## src/timer_macros.svh

```systemverilog
`ifndef TIMER_MACROS_SVH
`define TIMER_MACROS_SVH

// Register offsets from FF04
`define TIMER_ADDR_W        2
`define TIMER_OFS_DIV       2'd0
`define TIMER_OFS_TIMA      2'd1
`define TIMER_OFS_TMA       2'd2
`define TIMER_OFS_TAC       2'd3

// Datapath widths
`define TIMER_DATA_W        8
`define TIMER_SYS_W         16
`define TIMER_PRESCALE_W    10
`define TIMER_TAC_W         3

// TIMA periods in iClock cycles, indexed by the TAC speed code
`define TIMER_PERIOD_SPEED0 1024
`define TIMER_PERIOD_SPEED1 16
`define TIMER_PERIOD_SPEED2 64
`define TIMER_PERIOD_SPEED3 256

`endif

```

## src/timer_pkg.sv

```systemverilog
`default_nettype none

`include "timer_macros.svh"

package timer_pkg;

    // Register index, offset from FF04
    typedef enum logic [`TIMER_ADDR_W-1:0]
    {
        REG_DIV  = `TIMER_OFS_DIV,
        REG_TIMA = `TIMER_OFS_TIMA,
        REG_TMA  = `TIMER_OFS_TMA,
        REG_TAC  = `TIMER_OFS_TAC
    } regAddr_e;

    // One CPU access, held stable while req is high
    typedef struct packed {
        logic                     write;
        regAddr_e                 addr;
        logic [`TIMER_DATA_W-1:0] wdata;
    } regReq_t;

    // Single-cycle write strobe towards the counter units
    typedef struct packed {
        logic                     valid;
        regAddr_e                 addr;
        logic [`TIMER_DATA_W-1:0] data;
    } regWrite_t;

    // TAC bit 2 is enable, bits 1:0 select the speed
    typedef struct packed {
        logic       enable;
        logic [1:0] speed;
    } tacCfg_t;

    // Read-back view of all four registers
    typedef struct packed {
        logic [`TIMER_DATA_W-1:0] div;
        logic [`TIMER_DATA_W-1:0] tima;
        logic [`TIMER_DATA_W-1:0] tma;
        logic [`TIMER_DATA_W-1:0] tac;
    } timerRegs_t;

endpackage

`default_nettype wire
```

## src/dividerCounter.sv

```systemverilog
`default_nettype none

`include "timer_macros.svh"

module dividerCounter
    import timer_pkg::*;
(
    input  wire                         iClock,
    input  wire                         arstN,
    input  wire regWrite_t              regWrite,
    output logic [`TIMER_DATA_W-1:0]    div
);

    // Free-running system counter, DIV is its upper byte
    logic [`TIMER_SYS_W-1:0] sysCount;
    logic                    divWrite;

    // Only strobes addressed to DIV matter here, the data is ignored
    assign divWrite = regWrite.valid && (regWrite.addr == REG_DIV);

    // ------------------------------------------------------------------------
    // System counter
    // ------------------------------------------------------------------------

    always_ff @(posedge iClock or negedge arstN)
    begin
        if (!arstN)
        begin
            sysCount <= '0;
        end
        else if (divWrite)
        begin
            // Clearing the full counter puts the next DIV step 256 cycles away
            sysCount <= '0;
        end
        else
        begin
            sysCount <= sysCount + 1'b1;
        end
    end

    assign div = sysCount[`TIMER_SYS_W-1 -: `TIMER_DATA_W];

endmodule

`default_nettype wire

```

## src/gbTimer.sv

```systemverilog
`default_nettype none

`include "timer_macros.svh"

module gbTimer
    import timer_pkg::*;
(
    input  wire                         iClock,
    input  wire                         arstN,
    input  wire                         req,
    input  wire regReq_t                busReq,
    output logic                        ack,
    output logic [`TIMER_DATA_W-1:0]    rdata,
    output logic                        irqTimer
);

    regWrite_t                  regWrite;
    timerRegs_t                 regs;
    logic [`TIMER_DATA_W-1:0]   div;
    logic [`TIMER_DATA_W-1:0]   tima;
    logic [`TIMER_DATA_W-1:0]   tma;
    tacCfg_t                    tac;

    // ------------------------------------------------------------------------
    // Bus side
    // ------------------------------------------------------------------------

    regBusSlave busSlave_i
    (
        .iClock     (iClock),
        .arstN      (arstN),
        .req        (req),
        .busReq     (busReq),
        .regs       (regs),
        .ack        (ack),
        .rdata      (rdata),
        .regWrite   (regWrite)
    );

    // TAC reads back zero-extended
    assign regs = '{div: div, tima: tima, tma: tma, tac: `TIMER_DATA_W'(tac)};

    // ------------------------------------------------------------------------
    // Counter units
    // ------------------------------------------------------------------------

    dividerCounter divider_i
    (
        .iClock     (iClock),
        .arstN      (arstN),
        .regWrite   (regWrite),
        .div        (div)
    );

    timaCounter tima_i
    (
        .iClock     (iClock),
        .arstN      (arstN),
        .regWrite   (regWrite),
        .tima       (tima),
        .tma        (tma),
        .tac        (tac),
        .irqTimer   (irqTimer)
    );

endmodule

`default_nettype wire

```

## src/regBusSlave.sv

```systemverilog
`default_nettype none

`include "timer_macros.svh"

module regBusSlave
    import timer_pkg::*;
(
    input  wire                             iClock,
    input  wire                             arstN,
    input  wire                             req,
    input  wire regReq_t                    busReq,
    input  wire timerRegs_t                 regs,
    output logic                            ack,
    output logic [`TIMER_DATA_W-1:0]        rdata,
    output regWrite_t                       regWrite
);

    // Access happens once, on the edge that sees req high with ack still low
    logic                       accept;
    logic [`TIMER_DATA_W-1:0]   readData;
    logic                       writeValid;
    regAddr_e                   writeAddr;
    logic [`TIMER_DATA_W-1:0]   writeData;

    assign accept = req && !ack;

    // ------------------------------------------------------------------------
    // Four-phase handshake
    // ------------------------------------------------------------------------

    always_ff @(posedge iClock or negedge arstN)
    begin
        if (!arstN)
        begin
            ack <= 1'b0;
        end
        else if (accept)
        begin
            ack <= 1'b1;
        end
        else if (!req)
        begin
            // Return to zero once the master lets go
            ack <= 1'b0;
        end
    end

    // ------------------------------------------------------------------------
    // Read path
    // ------------------------------------------------------------------------

    always_comb
    begin
        readData = regs.div;
        case (busReq.addr)
            REG_DIV:
            begin
                readData = regs.div;
            end
            REG_TIMA:
            begin
                readData = regs.tima;
            end
            REG_TMA:
            begin
                readData = regs.tma;
            end
            REG_TAC:
            begin
                readData = regs.tac;
            end
        endcase
    end

    // Sampled at the accepting edge and held while ack is high
    always_ff @(posedge iClock)
    begin
        if (accept)
        begin
            rdata <= readData;
        end
    end

    // ------------------------------------------------------------------------
    // Write strobe
    // ------------------------------------------------------------------------

    // Valid for exactly one cycle per accepted write
    always_ff @(posedge iClock or negedge arstN)
    begin
        if (!arstN)
        begin
            writeValid <= 1'b0;
        end
        else
        begin
            writeValid <= accept && busReq.write;
        end
    end

    always_ff @(posedge iClock)
    begin
        if (accept)
        begin
            writeAddr <= busReq.addr;
            writeData <= busReq.wdata;
        end
    end

    assign regWrite = '{valid: writeValid, addr: writeAddr, data: writeData};

endmodule

`default_nettype wire

```

## src/timaCounter.sv

```systemverilog
`default_nettype none

`include "timer_macros.svh"

module timaCounter
    import timer_pkg::*;
(
    input  wire                         iClock,
    input  wire                         arstN,
    input  wire regWrite_t              regWrite,
    output logic [`TIMER_DATA_W-1:0]    tima,
    output logic [`TIMER_DATA_W-1:0]    tma,
    output tacCfg_t                     tac,
    output logic                        irqTimer
);

    logic                           writeTima;
    logic                           writeTma;
    logic                           writeTac;
    logic [`TIMER_PRESCALE_W-1:0]   prescale;
    logic [`TIMER_PRESCALE_W-1:0]   prescaleLast;
    logic                           tick;
    logic                           overflow;

    // Decode the strobes that belong to this unit
    assign writeTima = regWrite.valid && (regWrite.addr == REG_TIMA);
    assign writeTma  = regWrite.valid && (regWrite.addr == REG_TMA);
    assign writeTac  = regWrite.valid && (regWrite.addr == REG_TAC);

    // ------------------------------------------------------------------------
    // TMA and TAC
    // ------------------------------------------------------------------------

    always_ff @(posedge iClock or negedge arstN)
    begin
        if (!arstN)
        begin
            tma <= '0;
        end
        else if (writeTma)
        begin
            tma <= regWrite.data;
        end
    end

    // Upper TAC bits are not stored
    always_ff @(posedge iClock or negedge arstN)
    begin
        if (!arstN)
        begin
            tac <= '0;
        end
        else if (writeTac)
        begin
            tac <= tacCfg_t'(regWrite.data[`TIMER_TAC_W-1:0]);
        end
    end

    // ------------------------------------------------------------------------
    // Prescaler
    // ------------------------------------------------------------------------

    // Terminal count is the selected period minus one
    always_comb
    begin
        case (tac.speed)
            2'd0:
            begin
                prescaleLast = `TIMER_PRESCALE_W'(`TIMER_PERIOD_SPEED0 - 1);
            end
            2'd1:
            begin
                prescaleLast = `TIMER_PRESCALE_W'(`TIMER_PERIOD_SPEED1 - 1);
            end
            2'd2:
            begin
                prescaleLast = `TIMER_PRESCALE_W'(`TIMER_PERIOD_SPEED2 - 1);
            end
            default:
            begin
                prescaleLast = `TIMER_PRESCALE_W'(`TIMER_PERIOD_SPEED3 - 1);
            end
        endcase
    end

    assign tick = tac.enable && (prescale == prescaleLast);

    always_ff @(posedge iClock or negedge arstN)
    begin
        if (!arstN)
        begin
            prescale <= '0;
        end
        else if (writeTac || tick)
        begin
            // A new speed always starts from a full period
            prescale <= '0;
        end
        else if (tac.enable)
        begin
            prescale <= prescale + 1'b1;
        end
    end

    // ------------------------------------------------------------------------
    // TIMA and overflow
    // ------------------------------------------------------------------------

    assign overflow = tick && (tima == {`TIMER_DATA_W{1'b1}});

    // CPU write beats the count and also suppresses the reload
    always_ff @(posedge iClock or negedge arstN)
    begin
        if (!arstN)
        begin
            tima <= '0;
        end
        else if (writeTima)
        begin
            tima <= regWrite.data;
        end
        else if (overflow)
        begin
            tima <= tma;
        end
        else if (tick)
        begin
            tima <= tima + 1'b1;
        end
    end

    // High for the one cycle after the reload edge
    always_ff @(posedge iClock or negedge arstN)
    begin
        if (!arstN)
        begin
            irqTimer <= 1'b0;
        end
        else
        begin
            irqTimer <= overflow && !writeTima;
        end
    end

endmodule

`default_nettype wire

```

## config.mk

```make
export PLATFORM = sky130hd
export DESIGN_NAME = gbTimer
export DESIGN_NICKNAME = d
export VERILOG_FILES = /design/src/timer_pkg.sv /design/src/dividerCounter.sv /design/src/gbTimer.sv /design/src/regBusSlave.sv /design/src/timaCounter.sv
export VERILOG_INCLUDE_DIRS = /design/src
export SDC_FILE = /design/constraint.sdc
export NUM_CORES = 1
export LEC_CHECK = 0
export ABC_AREA = 1
export BUFFER_PORTS_ARGS = -buffer_cell sky130_fd_sc_hd__buf_2
export CAP_MARGIN = 5
export CELL_PAD_IN_SITES_DETAIL_PLACEMENT = 0
export CELL_PAD_IN_SITES_GLOBAL_PLACEMENT = 1
export CORE_MARGIN = 2
export CORE_UTILIZATION = 46
export DETAILED_ROUTE_END_ITERATION = 12
export PLACE_DENSITY_LB_ADDON = 0.12
export SYNTH_ARGS = -nofsm -noshare
export SYNTH_HDL_FRONTEND = slang
export SYNTH_SLANG_ARGS = --single-unit
```

## constraint.sdc

```tcl
create_clock -name iClock -period 2.12 [get_ports iClock]
set_clock_uncertainty 0.1 [all_clocks]
set_input_delay 0.106 -clock iClock [delete_from_list [all_inputs] [get_ports iClock]]
set_output_delay 0.106 -clock iClock [all_outputs]
set_load 0.005 [all_outputs]
```

==> Word-level counts from Yosys, hierarchy flattened <==
Index checks and enable logic that the tools add are counted.
{ "classes": {"n_addsub": 3, "eq_ne": 11, "muxes": 10, "n_reduce_logical": 17} }
{ "ops": {"columns": ["op", "count"], "rows": [
  ["one-hot mux 8 bit (4 select lines)", 1],
  ["one-hot mux 10 bit (3 select lines)", 1],
  ["two-way mux 8 bit", 3],
  ["two-way mux 10 bit", 2],
  ["adder 16 x 1 -> 16 bit (second input constant)", 1],
  ["two-way mux 16 bit", 1],
  ["adder 10 x 1 -> 10 bit (second input constant)", 1],
  ["equality test 10 bit", 1],
  ["equality test 2 bit (second input constant)", 5],
  ["logical AND 1 bit", 9],
  ["adder 8 x 1 -> 8 bit (second input constant)", 1],
  ["equality test 8 bit (second input constant)", 1],
  ["equality test 2 x 1 -> 1 bit (second input constant)", 3],
  ["logical NOT 2 bit", 3],
  ["nonzero test 3 bit", 1],
  ["logical NOT 1 bit", 2],
  ["two-way mux 1 bit", 2],
  ["!= test 2 x 1 -> 1 bit (second input constant)", 1],
  ["nonzero test 2 bit", 1],
  ["logical OR 1 bit", 1]
]} }
{ "totals": {"reg_bits": 66, "word_cells": 53} }

==> Logic depth before layout (Yosys ltp) <==
{ "logic_depth": {"depth_word": 7, "ltp_mapped": 12, "depth_no_buf": 12} }

==> Modules after synthesis <==
From an unflattened synthesis, not the netlist that was laid out.
{ "hier_totals": {"hier_cells": 433, "hier_area_um2": 3666.0} }
{ "modules_own_cells": {"columns": ["mod", "n_inst", "cells_each", "area_per_inst_um2", "seq_area_each_um2"], "rows": [
  ["timaCounter", 1, 236, 1820.5, 750.7],
  ["dividerCounter", 1, 124, 960.9, 400.4],
  ["regBusSlave", 1, 72, 880.8, 590.6],
  ["gbTimer", 1, 1, 3.8, 0.0]
]} }

==> Worst setup path before layout <==
No wires, ideal clock.
{ "synth_path": {"kind": "reg-to-reg", "from": "register busSlave_i.ack", "to": "register busSlave_i.rdata[0], enable pin", "setup_ns": 0.393, "t_arrival_ns": 1.192, "setup_slack_ns": 0.435, "path_stages_with_launch": 2, "path_buffers": 0, "path_cell_list": "dfrtp_1 > nor2_1"} }
{ "synth_between": {"elab_chain_cells": 2} }
{ "synth_rtl": {"columns": ["item", "line_no", "rtl"], "rows": [
  ["from (decl)", "regBusSlave.sv:13", "output logic ack,"],
  ["from (signal assigned)", "regBusSlave.sv:35", "ack <= 1'b0;"],
  ["from (signal assigned)", "regBusSlave.sv:39", "ack <= 1'b1;"],
  ["from (signal assigned)", "regBusSlave.sv:44", "ack <= 1'b0;"],
  ["logical NOT 1 bit", "regBusSlave.sv:25", "assign accept = req && !ack;"],
  ["logical AND 1 bit", "regBusSlave.sv:25", null],
  ["net busSlave_i.accept", "regBusSlave.sv:19", "logic accept;"],
  ["to (signal assigned)", "regBusSlave.sv:80", "rdata <= readData;"],
  ["to (decl)", "regBusSlave.sv:14", "output logic [`TIMER_DATA_W-1:0] rdata,"]
]} }
The timed path passes the listed nets, and every way through them passes these cells.
A chain may end at the register's enable or synchronous reset.

==> Final worst setup path <==
{ "layout_path": {"from": "register, netlist name tima_i.tac[1]", "to": "register tima_i.tima[0]"} }
{ "layout_between": {"elab_chain_cells": 7, "elab_cells_between_ends": 10, "classes_between": "eq/ne: 3; mux: 3; reduce/logical: 4"} }
{ "layout_rtl": {"columns": ["item", "line_no", "rtl"], "rows": [
  ["equality test 2 bit, or another cell as far along", "timaCounter.sv:66", "case (tac.speed)"],
  ["one-hot mux 10 bit (3 select lines) *", "timaCounter.sv:66", null],
  ["equality test 10 bit *", "timaCounter.sv:86", "assign tick = tac.enable && (prescale == prescaleLast);"],
  ["logical AND 1 bit *", "timaCounter.sv:86", null],
  ["logical AND 1 bit", "timaCounter.sv:109", "assign overflow = tick && (tima == {`TIMER_DATA_W{1'b1}});"],
  ["two-way mux 8 bit", "timaCounter.sv:122", "else if (overflow)"],
  ["two-way mux 8 bit", "timaCounter.sv:118", "else if (writeTima)"],
  ["to (signal assigned)", "timaCounter.sv:120", "tima <= regWrite.data;"],
  ["to (signal assigned)", "timaCounter.sv:124", "tima <= tma;"],
  ["to (signal assigned)", "timaCounter.sv:128", "tima <= tima + 1'b1;"],
  ["to (decl)", "timaCounter.sv:11", "output logic [`TIMER_DATA_W-1:0] tima,"]
]} }
Every way passes the cells marked *; elsewhere a longest branch is shown, timed or not.

==> impl_metrics.csv <==
group,metric,value,unit
finish,final_cell_mix,"nand2_1, dfrtp_1, inv_1, nor2_1, nand3_1",
global_route,grt.overflow.total,0,
pwr,p_sw,1.13,mW
yosys,syn_area,0.00344,sq mm
pwr,irDropWorstVdd,0.000524,V
pwr,pwr-share-seq,0.485,
clock_network,cts_buffer_depth,2,
finish,fin_nets,449,
worst_setup_path,slowest_stage,"dfrtp_1",
global_route,antenna_found_initial,0,
yosys,synth_flop_cell,"dfrtp_1",
timing,max_clock_freq,0.549,GHz
finish,antenna_cells,0,
timing,fin_crit,1.82,ns
detailed_routing,vias,2637,
worst_setup_path,critPathBufInv,2,
worst_setup_path,cp-end-kind,"flop",
worst_setup_path,slowest_delay,0.39,ns
timing,hold_viol,0,
global_route,grt_max_degree,27,
yosys,async_reset_ff_frac,0.727,
timing,tightestPinTransition,0.575,ns
worst_setup_path,startpoint_type,"flop",
global_route,grt_pass1_wl,12800,um
floorplan,fp.dieArea,0.00819,sq mm
timing,rsz0062_at_grt,"no",
timing,fin_tns_setup,0,ns
placed_design,place_inst,505,
yosys,synth-compound-area-share,0.0789,
floorplan,rows,31,
yosys,synth_area_per_cell,8.96,sq um
yosys,synthXorXnorAreaFrac,0.0204,
clock_network,cts.clk_slew.worst_paths,0.08,ns
worst_setup_path,crit_path_frequent_cell,"inv_1",
yosys,synth_edf_count,18,
floorplan,fp.dieW,90.5,um
clock_network,clk_latency,0.34,ns
pwr,power_frac_comb,0.188,
timing,min_period_over_period,0.859,
global_route,grt_usage,0.198,
yosys,synthMuxAreaShare,0.0131,
yosys,yosys.cell_types.count,41,
pwr,power_density,875,mW/mm^2
pwr,swShare,0.320,
detailed_routing,avgViaCountPerCell,4.94,
floorplan,ios,24,
detailed_routing,wirelength,7370,um
floorplan,die_y,90.5,um
pwr,clockPowerShare,0.327,
clock_network,ctsResizeCount,0,
yosys,ys_seq_elements,66,
clock_network,cts_buffers,9,
clock_network,cts_tree,"yes",
yosys,synth_top_family_by_area,"simple AND/OR/NAND/NOR gates",
yosys,synthSimpleGateAreaFrac,0.309,
worst_setup_path,cp.required,2.24,ns
yosys,synth.yosys.seq_area_share,0.506,
detailed_routing,dr.first_iter.drc_count,151,
yosys,syn_nets,403,
finish,layout-drive-gt1-share,0.202,
timing,finalSetupViolCount,0,
yosys,synthCells,384,
pwr,p_leak,1.86,nW
finish,area_growth,17.6,%
placed_design,dpl.hpwl,5390,um
detailed_routing,postRouteAntennaNets,0,
clock_network,clock-sinks,66,
detailed_routing,drt_pre_antenna_iters,4,
pwr,p_int,2.41,mW
worst_setup_path,critPathArrivalTime,1.94,ns
floorplan,core_area,0.00725,sq mm
clock_network,htreeDepth,3,
hold_path,hold_class,"input port to asynchronous set/reset pin",
worst_setup_path,path_cells,"inv_1 -> ha_1 -> inv_1 -> nand2_2 -> nand2_4 -> nor2_8 -> nand3_4 -> o211ai_1 -> nand3_1",
worst_setup_path,critPathMaxFanout,8,
clock_network,clock-root-buffer,"clkbuf_8",
flow_run,drv_cap,0,
worst_setup_path,path_class,"flop to flop",
placed_design,io_buffers,23,
timing,maxSlewHeadroom,0.615,
detailed_routing,route.detailed.drc,0,
finish,stdcell_count,534,
timing,drv_slew,0,
finish,mostFrequentLayoutCell,"nand2_1",
placed_design,place.gp.congestion,0.821,
detailed_routing,wl_per_cell,13.8,um
floorplan,initial_core_util,0.474,
worst_setup_path,path_delay_family,"simple AND/OR/NAND/NOR gates",
global_route,grt_pass1_vias,2635,
yosys,synth_fa_ha_area_frac,0.0182,
run_status,status,"finished, final reports clean",
yosys,ys.warnings.count,0,
## what timing repair did
action                                 in CTS  in global routing
hold buffers                               13                  0
endpoints found under the hold margin      34                  0
buffers inserted                            0                  0
## Yosys cell counts (2+ instances only)
master,n,area [sq um]
nand4_1,9,56.3
inv_2,4,15.0
o21ai_1,7,35.0
nor3_2,2,20.0
nand3_2,6,60.1
xor2_1,8,70.1
o211ai_1,2,15.0
nor3_1,3,15.0
nand3_1,27,135
nand2_2,6,37.5
nor2_1,35,131
o21ai_2,2,17.5
nor2_2,4,25.0
inv_1,38,143
edfxtp_1,18,541
a21oi_1,17,85.1
mux2_1,2,22.5
nand2_1,97,364
buf_2,2,10.0
a211oi_1,2,15.0
dfrtp_1,48,1200
ha_1,5,62.6
nand2_4,4,45.0
mux2_2,2,22.5
nand3_4,2,35.0
o21ai_0,12,60.1
nor2_4,6,67.6
## kinds of logic after synthesis
family | count (synthesis)
compound gates | 47
xor+xnor | 8
fa+ha+maj | 5
buf+inv | 47
flops | 66
mux | 4
simple gates | 207
## power by group through the flow
stage               Sequential [mW]  Clock, mW  Combinational [mW]
finish                         1.72       1.16               0.664
global route                   1.75       1.24               0.767
CTS                            1.71       1.19               0.672
detailed placement             1.74          0               0.651
global placement               1.74          0               0.642
floorplan                      1.68          0               0.526
## area by class of cell
cell class / instances / area (sq um)
fillers: 691 / 3210
flip-flops and latches: 66 / 1740
multi-input cells: 271 / 1520
repair buffers: 40 / 288
inverters: 42 / 158
clock buffers: 10 / 149
well taps: 99 / 124
clock inverters: 6 / 70.1
## per-layer routing
layer / part of all wire / vias up / global-route usage / routed length, um
met4: 0.011 / 0 / 0.0538 / 80
li1: - / 1357 / - / -
met3: 0.039 / 9 / 0.0434 / 285
met5: 0 / - / 0 / 0
met1: 0.49 / 1230 / 0.275 / 3620
met2: 0.46 / 41 / 0.314 / 3380
## sequential cells by signal, summed over array words and instances (netlist names)
name                   cells
tima_i.tma                 8
tima_i.irqTimer            1
busSlave_i.writeAddr       2
busSlave_i.writeValid      1
busSlave_i.ack             1
tima_i.tima                8
divider_i.sysCount        16
busSlave_i.rdata           8
tima_i.prescale           10
busSlave_i.writeData       8
tima_i.tac                 3
## worst paths after layout
| check | slack (ns) | endpoint | from | cells after the start |
|---|---|---|---|---|
| min in group iClock | 0.31 | busSlave_i.ack | req | 2 |
| worst max-delay path | 0.30 | tima_i.tima[0] | tima_i.tac[1] | 9 |
| worst min register to register | 0.38 | busSlave_i.writeValid | busSlave_i.ack | 1 |
| max in group asynchronous | 1.19 | tima_i.tma[2] | arstN | 3 |
| worst max register to register | 0.30 | tima_i.tima[0] | tima_i.tac[1] | 9 |
| worst min-delay path | 0.19 | tima_i.prescale[5] | arstN | 2 |
## per-stage QoR
stage                     power [mW]  worst slack, ns   util  hold WS [ns]  instance area [sq um]
final                           3.54            0.299  0.558         0.189                   4050
after global routing            3.76           0.0638  0.558         0.233                   4050
after CTS                       3.58            0.296  0.558         0.208                   4050
after detailed placement        2.39            0.313  0.510        0.0301                   3700
after global placement          2.38            0.309  0.510        0.0371                   3700
after floorplan                 2.21            0.435      -        -0.290                   3440
Note: power is estimated with default switching activity, not from simulation.
